`src/mul_pkg.sv`:
```
package mul_pkg;

  // operand and product widths
  localparam int OPERAND_W = 24;
  localparam int PRODUCT_W = 2 * OPERAND_W;
  // AND array spans columns 0 to 46, bit 47 comes only from the final adder
  localparam int COLUMN_CNT = PRODUCT_W - 1;
  // tallest column of the AND array, the middle one
  localparam int MAX_HEIGHT = OPERAND_W;

  // dadda schedule, layer k brings every column down to DADDA_HEIGHT[k]
  localparam int LAYER_CNT = 7;
  // last layer in front of the pipeline register
  localparam int SPLIT_LAYER = 3;
  localparam int DADDA_HEIGHT [LAYER_CNT] = '{19, 13, 9, 6, 4, 3, 2};

  typedef logic [OPERAND_W-1:0] operand_t;
  typedef logic [PRODUCT_W-1:0] product_t;
  // heap[c][r] is row r of column c, filled from row 0 up, empty rows are zero
  typedef logic [COLUMN_CNT-1:0][MAX_HEIGHT-1:0] heap_t;
  // per-column bit counts, elaboration only
  typedef logic [COLUMN_CNT-1:0][7:0] height_vec_t;

  // heights of all columns after the first `boundary` layers
  function automatic height_vec_t heights_after(int boundary);
    height_vec_t h;
    int cin;
    int e;
    for (int c = 0; c < COLUMN_CNT; c++) begin
      h[c] = 8'((c < OPERAND_W) ? c + 1 : PRODUCT_W - 1 - c);
    end
    for (int k = 0; k < boundary; k++) begin
      cin = 0;
      for (int c = 0; c < COLUMN_CNT; c++) begin
        // excess over the target, carries from below included
        e = int'(h[c]) + cin - DADDA_HEIGHT[k];
        if (e < 0) begin
          e = 0;
        end
        // each fa removes two bits, each ha one, so e bits go in total
        h[c] = 8'(int'(h[c]) + cin - e);
        // one carry per counter moves up
        cin = e / 2 + e % 2;
      end
    end
    return h;
  endfunction

  // valid bits in column col after `boundary` layers, 0 is the AND array
  function automatic int column_height(int boundary, int col);
    height_vec_t h;
    h = heights_after(boundary);
    return int'(h[col]);
  endfunction

  // bits that layer `layer` must remove from its own bits of column col
  function automatic int layer_excess(int layer, int col);
    height_vec_t h;
    int cin;
    int e;
    h = heights_after(layer);
    cin = 0;
    e = 0;
    // walk up from column 0 to find the carries arriving at col
    for (int c = 0; c <= col; c++) begin
      e = int'(h[c]) + cin - DADDA_HEIGHT[layer];
      if (e < 0) begin
        e = 0;
      end
      cin = e / 2 + e % 2;
    end
    return e;
  endfunction

  function automatic int fa_count(int layer, int col);
    return layer_excess(layer, col) / 2;
  endfunction

  // a ha only when a single excess bit is left over
  function automatic int ha_count(int layer, int col);
    return layer_excess(layer, col) % 2;
  endfunction

endpackage
```
`src/mantissa_mul.sv`:
```
`timescale 1ns/10ps

// 24x24 unsigned dadda multiplier, two register stages
module mantissa_mul import mul_pkg::*; (
  input  logic     clk,
  input  logic     arst_n,
  input  logic     in_valid,
  input  operand_t a,
  input  operand_t b,
  output logic     out_valid,
  output product_t product
);

  // AND array
  heap_t pp_heap;
  // heap after layers 0 to SPLIT_LAYER, height 6
  heap_t mid_heap;
  heap_t stage_heap;
  logic  stage_valid;
  // at most two rows left here
  heap_t final_heap;
  logic [COLUMN_CNT-1:0] row0;
  logic [COLUMN_CNT-1:0] row1;
  product_t sum;

  partial_product_gen partial_product_gen_i (
    .a   (a),
    .b   (b),
    .heap(pp_heap)
  );

  // layers in front of the cut
  dadda_tree #(
    .FIRST_LAYER(0),
    .LAST_LAYER (SPLIT_LAYER)
  ) dadda_tree_head_i (
    .heap_in (pp_heap),
    .heap_out(mid_heap)
  );

  // stage register, loads every cycle, the valid bit travels alongside
  always_ff @(posedge clk or negedge arst_n) begin
    if (!arst_n) begin
      stage_heap  <= '0;
      stage_valid <= 1'b0;
    end else begin
      stage_heap  <= mid_heap;
      stage_valid <= in_valid;
    end
  end

  // remaining layers down to height 2
  dadda_tree #(
    .FIRST_LAYER(SPLIT_LAYER + 1),
    .LAST_LAYER (LAYER_CNT - 1)
  ) dadda_tree_tail_i (
    .heap_in (stage_heap),
    .heap_out(final_heap)
  );

  // pull the two rows out of the column heaps
  always_comb begin
    for (int c = 0; c < COLUMN_CNT; c++) begin
      row0[c] = final_heap[c][0];
      row1[c] = final_heap[c][1];
    end
  end

  // carry-propagate add, the carry out is product bit 47
  assign sum = PRODUCT_W'(row0) + PRODUCT_W'(row1);

  // output register
  always_ff @(posedge clk or negedge arst_n) begin
    if (!arst_n) begin
      product   <= '0;
      out_valid <= 1'b0;
    end else begin
      product   <= sum;
      out_valid <= stage_valid;
    end
  end

endmodule

```
`src/dadda_tree.sv`:
```
`timescale 1ns/10ps

// dadda layers FIRST_LAYER to LAST_LAYER, chained in order
module dadda_tree import mul_pkg::*; #(
  parameter int FIRST_LAYER = 0,
  parameter int LAST_LAYER  = SPLIT_LAYER
) (
  input  heap_t heap_in,
  output heap_t heap_out
);

  // link[k] is the heap entering layer k, the last one leaves the tree
  heap_t link [FIRST_LAYER:LAST_LAYER+1];

  assign link[FIRST_LAYER] = heap_in;

  for (genvar k = FIRST_LAYER; k <= LAST_LAYER; k++) begin : g_layer
    // each layer sees the packing the previous one left behind
    dadda_layer #(
      .LAYER(k)
    ) dadda_layer_i (
      .heap_in (link[k]),
      .heap_out(link[k+1])
    );
  end

  assign heap_out = link[LAST_LAYER+1];

endmodule

```
`src/dadda_layer.sv`:
```
`timescale 1ns/10ps

// one dadda layer, every column ends at or below DADDA_HEIGHT[LAYER]
module dadda_layer import mul_pkg::*; #(
  parameter int LAYER = 0
) (
  input  heap_t heap_in,
  output heap_t heap_out
);

  // counter outputs, sum[c][k] and carry[c][k] belong to counter k of column c
  heap_t sum;
  heap_t carry;

  for (genvar c = 0; c < COLUMN_CNT; c++) begin : g_col
    // heights before and after this layer
    localparam int H_IN  = column_height(LAYER, c);
    localparam int H_OUT = column_height(LAYER + 1, c);
    localparam int FA    = fa_count(LAYER, c);
    localparam int HA    = ha_count(LAYER, c);
    // counters sit on the lowest rows of the column
    localparam int USED  = 3 * FA + 2 * HA;
    localparam int NSUM  = FA + HA;
    // untouched bits above the counters
    localparam int NPASS = H_IN - USED;

    for (genvar k = 0; k < MAX_HEIGHT; k++) begin : g_ctr
      if (k < FA) begin : g_fa
        logic x;
        logic y;
        logic z;

        // full adder k takes rows 3k to 3k+2
        assign x = heap_in[c][3*k];
        assign y = heap_in[c][3*k+1];
        assign z = heap_in[c][3*k+2];
        assign sum[c][k]   = x ^ y ^ z;
        assign carry[c][k] = (x & y) | (z & (x ^ y));
      end else if (k < NSUM) begin : g_ha
        // the single half adder right above the full adders
        assign sum[c][k]   = heap_in[c][USED-2] ^ heap_in[c][USED-1];
        assign carry[c][k] = heap_in[c][USED-2] & heap_in[c][USED-1];
      end else begin : g_idle
        assign sum[c][k]   = 1'b0;
        assign carry[c][k] = 1'b0;
      end
    end

    // repack from row 0: sums, then pass bits, then carries from column c-1
    for (genvar r = 0; r < MAX_HEIGHT; r++) begin : g_row
      if (r < NSUM) begin : g_sum
        assign heap_out[c][r] = sum[c][r];
      end else if (r < NSUM + NPASS) begin : g_pass
        assign heap_out[c][r] = heap_in[c][USED + r - NSUM];
      end else if (r < H_OUT) begin : g_carry
        // column 0 never gets here, it has no carries in
        assign heap_out[c][r] = carry[c-1][r - NSUM - NPASS];
      end else begin : g_empty
        assign heap_out[c][r] = 1'b0;
      end
    end
  end

endmodule

```
`src/partial_product_gen.sv`:
```
`timescale 1ns/10ps

// AND array, every a[i] & b[j] lands in column i + j
module partial_product_gen import mul_pkg::*; (
  input  operand_t a,
  input  operand_t b,
  output heap_t    heap
);

  for (genvar c = 0; c < COLUMN_CNT; c++) begin : g_col
    // lowest index of a that still reaches column c
    localparam int A_LO = (c < OPERAND_W) ? 0 : c - OPERAND_W + 1;
    // number of (i, j) pairs summing to c
    localparam int HEIGHT = column_height(0, c);

    for (genvar r = 0; r < MAX_HEIGHT; r++) begin : g_row
      if (r < HEIGHT) begin : g_pp
        // row r takes a[A_LO + r], the b index follows from i + j = c
        assign heap[c][r] = a[A_LO + r] & b[c - A_LO - r];
      end else begin : g_empty
        // above the top of the column
        assign heap[c][r] = 1'b0;
      end
    end
  end

endmodule

```
`config.mk`:
```
export PLATFORM = sky130hd
export DESIGN_NAME = mantissa_mul
export DESIGN_NICKNAME = d
export VERILOG_FILES = /design/src/mul_pkg.sv /design/src/mantissa_mul.sv /design/src/dadda_tree.sv /design/src/dadda_layer.sv /design/src/partial_product_gen.sv
export SDC_FILE = /design/constraint.sdc
export NUM_CORES = 1
export LEC_CHECK = 0
export BUFFER_PORTS_ARGS = -buffer_cell sky130_fd_sc_hd__buf_2
export CAP_MARGIN = 20
export CORE_UTILIZATION = 60
export DETAILED_ROUTE_END_ITERATION = 10
export PLACE_DENSITY_LB_ADDON = 0.15
export SKIP_LAST_GASP = 1
export SYNTH_ARGS = -nofsm -noshare
export SYNTH_HDL_FRONTEND = slang
export SYNTH_SLANG_ARGS = --single-unit
```
`constraint.sdc`:
```
create_clock -name clk -period 5.3 [get_ports clk]
set_input_delay 0 -clock clk [delete_from_list [all_inputs] [get_ports clk]]
set_output_delay 0 -clock clk [all_outputs]
set_load 0.01 [all_outputs]
```
==> Yosys cells after proc, flatten, opt, wreduce, memory -nomap -nowiden <==
Cells that the tools add are included.
{ "word_totals": {"input_bits": 51, "regBits": 303, "elab_cells": 3088} }
{ "op_classes": {"addsub": 1, "n_bitwise": 3037} }
{ "ops": {"columns": ["operator", "n"], "rows": [
  ["AND 1 bit", 1565],
  ["XOR 1 bit", 989],
  ["OR 1 bit", 483],
  ["adder 47 x 47 -> 48 bit", 1]
]} }

==> Longest topological paths before layout <==
{ "depth": {"depth_word": 12, "ltp_mapped": 16, "depth_no_buf": 16} }

==> Hierarchy <==
A second synthesis with hierarchy kept.
{ "unflattened": {"cells_unflattened": 10188, "area_unflattened_um2": 102420.7} }
{ "modules_own_cells": {"columns": ["module", "cells_each", "area_per_inst_um2", "seq_area_each_um2", "instances"], "rows": [
  ["mantissa_mul", 1566, 32286.0, 29478.3, 1],
  ["dadda_layer at dadda_tree_head_i.g_layer[2].dadda_layer_i", 1021, 8982.4, 0.0, 1],
  ["dadda_layer at dadda_tree_head_i.g_layer[3].dadda_layer_i", 1027, 8959.8, 0.0, 1],
  ["dadda_layer at dadda_tree_head_i.g_layer[1].dadda_layer_i", 1027, 8937.3, 0.0, 1],
  ["dadda_layer at dadda_tree_tail_i.g_layer[4].dadda_layer_i", 1051, 8847.2, 0.0, 1],
  ["dadda_layer at dadda_tree_tail_i.g_layer[6].dadda_layer_i", 1085, 8684.6, 0.0, 1],
  ["dadda_layer at dadda_tree_tail_i.g_layer[5].dadda_layer_i", 1087, 8674.6, 0.0, 1],
  ["dadda_layer at dadda_tree_head_i.g_layer[0].dadda_layer_i", 1099, 8577.0, 0.0, 1],
  ["partial_product_gen", 1225, 8471.9, 0.0, 1]
]} }

==> Least setup slack after synthesis <==
No wires, ideal clock.
{ "synth_path": {"path_kind": "register to register", "start": "register stage_heap[168] (netlist name)", "end": "register product[45]", "path_stages_with_launch": 15, "path_slack_ps": 1178, "arrival_time_ps": 4053, "setup_time_ps": 69, "t_required_ps": 5231, "period_less_slack_ps": 4122, "path_buffers": 0, "path_cell_list": "dfrtp_1 fa_1 inv_1 fa_1 fa_1 inv_1 ha_1 and3_1 and3_2 a221oi_2 or3_4 a21oi_2 o22ai_2 or4b_1 nand3_1"} }
{ "synth_via": {"elab_chain_len": 8, "elab_cells_between_ends": 27, "classes_between": "add/sub: 1; bitwise: 26"} }
{ "synth_rtl": {"columns": ["element", "line", "text"], "rows": [
  ["from (decl)", "mantissa_mul.sv:18", "heap_t stage_heap;"],
  ["from (signal assigned)", "mantissa_mul.sv:47", "stage_heap <= mid_heap;"],
  ["XOR 1 bit", "dadda_layer.sv:37, dadda_layer.sv:38", null],
  ["XOR 1 bit / AND 1 bit (equally long branches)", "dadda_layer.sv:37, dadda_layer.sv:38", null],
  ["XOR 1 bit / OR 1 bit (equally long branches)", "dadda_layer.sv:37, dadda_layer.sv:38", null],
  ["XOR 1 bit / AND 1 bit (equally long branches)", "dadda_layer.sv:37, dadda_layer.sv:38", null],
  ["XOR 1 bit / OR 1 bit (equally long branches)", "dadda_layer.sv:37, dadda_layer.sv:38", null],
  ["AND 1 bit", "dadda_layer.sv:38", "assign carry[c][k] = (x & y) | (z & (x ^ y));"],
  ["OR 1 bit", "dadda_layer.sv:38", null],
  ["adder 47 x 47 -> 48 bit *", "mantissa_mul.sv:70", "assign sum = PRODUCT_W'(row0) + PRODUCT_W'(row1);"],
  ["named net sum[45]", "mantissa_mul.sv:24", "product_t sum;"],
  ["to (signal assigned)", "mantissa_mul.sv:78", "product <= sum;"],
  ["to (decl)", "mantissa_mul.sv:11", "output product_t product"]
]} }
Mark *: on every way through the listed nets, which the timed path passes. The rest lies on a longest branch.

==> Final worst setup path <==
{ "layout_path": {"start": "register stage_heap[480] (netlist name)", "end": "register product[45]"} }
Same word-level chain as after synthesis.

==> impl_metrics.json <==
{
  "layout_commonest_cell": "inv_1",
  "timing.setup.tns_ns": 0,
  "rows": 76,
  "ys_ff_latch": 303,
  "layout_common_cells": "615 x inv_1, 505 x and2_1, 484 x fa_1",
  "io_buffer_count": 99,
  "reg2regPathDepth": 14,
  "antenna_found_initial": 2,
  "timing.final.crit_share_pct": 93.9,
  "slowest_stage": "fa_1",
  "r2r_end": "product[45]",
  "syn-instance-count": 2436,
  "fin_nets": 3099,
  "yosysSeqAreaShare_pct": 29.1,
  "max_freq_mhz": 201,
  "synthArstFlopShare_pct": 100,
  "finalSetupViolCount": 0,
  "routed_wl_mm": 68.2,
  "wl_per_cell_um": 21.9,
  "synth-main-ff-cell": "dfrtp_1",
  "synthToLayoutAreaGrowth_pct": 8.93,
  "r2r_start": "stage_heap[480]",
  "multi_input_area_um2": 15800,
  "fin_skew_ns": 0.0233,
  "criticalPathCategory": "reg2reg",
  "grt_pass1_wl_mm": 109,
  "detailed_place_hpwl_mm": 46.8,
  "clock_latency_ns": 0.56,
  "rsz0062_at_grt": "false",
  "viasPerCell": 5.46,
  "max-clock-path-buffers": 3,
  "htreeDepth": 2,
  "drcViolationCount": 0,
  "worstMarginPinSlew_ns": 0.945,
  "dp.cells": 3028,
  "max_slew_margin_pct": 37.0,
  "slowest_delay_ns": 0.55,
  "initial_utilization_pct": 60.7,
  "status": "complete, no violations",
  "critPathLaunchType": "flop",
  "fillCellCount": 3373,
  "drtAntennaViolNets": 0,
  "grt_overflow": 0,
  "drt_first_iter_violations": 1189,
  "worstSetupEndpointType": "flop",
  "vias": 16982,
  "cts_root_buf": "clkbuf_16",
  "slew_viol_final": 0,
  "cts_tree": "yes",
  "finalCriticalPeriod_ns": 4.98,
  "gp_congestion": 0.874,
  "crit_chain": "fa_1 > inv_1 > fa_1 > fa_1 > inv_1 > ha_1 > and3_1 > and2_4 > nand2_1 > or3_4 > a21oi_2 > o22ai_2 > or4b_1 > nand3_1",
  "core-area_um2": 43000,
  "fin_cells": 3108,
  "drv_cap": 0,
  "avgSynthCellArea_um2": 10.7,
  "cts.clk_slew.worst_paths_ns": 0.06,
  "numCtsBuffers": 37,
  "dpl_cell_area_um2": 27000,
  "hold_class": "in2reg",
  "synth_cell_types": 48,
  "timing.final.hold_violations": 0,
  "cp_data_arrival_time_ns": 5.46,
  "synth-edff-count": 0,
  "crit_fanout": 7,
  "pin_count": 100,
  "dr.pass1.iters": 5,
  "endpoint": "product[45]",
  "grt_max_degree": 126,
  "seq_area_um2": 7580,
  "drive_above_1_share_pct": 7.41,
  "clock_sinks": 303,
  "die_area_um2": 44300,
  "synth_nets": 3040,
  "chipHeight_um": 210,
  "stdcell_area_um2": 28400,
  "grt_pass1_vias": 18987,
  "reg2reg_slack_ns": 0.32,
  "critical_path.most_common_cell": "fa_1",
  "yosysWarningCount": 0,
  "grt_use_total_pct": 33.5,
  "die_w_um": 210,
  "syn-cell-area_um2": 26100,
  "worst-endpoint-required_ns": 5.79,
  "startpoint": "stage_heap[480]"
}
==> final cells by class <==
cell class              count  area share (%)
flip-flops and latches    303            26.7
multi-input cells        1415            55.6
clock inverters            19           0.788
repair buffers            123            2.57
diodes                      1         0.00881
clock buffers              47            3.60
well taps                 585            2.58
inverters                 615            8.13
==> layer usage <==
layer	vias up	routed length, µm	track usage (%)
li1	7079	-	-
met1	8928	26000	42.6
met2	754	33500	56.0
met3	219	5090	6.09
met4	2	3570	15.8
met5	-	13	0
==> sequential cells by signal, summed over array words and instances, names as in the netlist <==
register / cells
stage_valid: 1
product: 48
out_valid: 1
stage_heap: 253
==> worst max-delay path, delay by kind of cell, from the launching register on <==
family / cells / cell delay [ns]
flops: 1 / 0.39
fa+ha+maj: 4 / 2.08
buf+inv: 2 / 0.09
simple gates: 6 / 1.62
compound gates: 2 / 0.69
==> cells in the mapped netlist (10+ instances only) <==
library cell / count / area (µm²)
nand3_1: 10 / 50.1
inv_1: 615 / 2310
clkbuf_1: 101 / 379
fa_1: 484 / 9690
nand2_1: 114 / 428
and3_1: 10 / 62.6
xor2_1: 14 / 123
a21oi_1: 42 / 210
ha_1: 69 / 863
xnor2_1: 28 / 245
and2_1: 505 / 3160
o21ai_0: 21 / 105
dfrtp_1: 303 / 7580
nor2_1: 14 / 52.6
a21o_1: 26 / 195
==> how the worst min path moves through the flow <==
stage,startpoint,to,cells past startpoint
after global placement,in_valid,stage_valid,1
after CTS,a[5],stage_heap[148],2
after detailed placement,in_valid,stage_valid,1
final,a[4],stage_heap[124],2
after global routing,a[4],stage_heap[124],2
after floorplan,arst_n,out_valid,0
==> through the flow <==
stage / utilization (%) / worst slack, ns / hold slack (ns)
2_1_floorplan: - / 1.18 / -0.296
3_3_place_gp: 62.9 / 0.337 / 0.107
3_5_place_dp: 62.9 / 0.226 / 0.113
4_1_cts: 66.1 / 0.188 / 0.00175
5_1_grt: 66.1 / 0.185 / 0.0125
6_report: 66.1 / 0.322 / 0.0273
==> logic make-up (layout without fill, tap and decap cells) <==
group	Yosys count	after routing	synth area share, %
other	0	1	0
AO/OA/AOI/OAI	139	139	3.53
adder cells (fa/ha/maj)	553	553	40.5
XOR/XNOR	42	42	1.41
AND/OR/NAND/NOR	681	681	15.2
flip-flops	303	303	29.1
buffers and inverters	718	804	10.3
==> what timing repair did <==
action / CTS / global route
endpoints found under the setup margin: 0 / 2
hold buffers: 13 / 0
endpoints found under the hold margin: 163 / 0
setup buffers: 0 / 0
resized for setup: 0 / 1
Power is left out: the tool's default activity adds up to more than one toggle a clock period on the data nets, which glitch-free logic cannot reach.
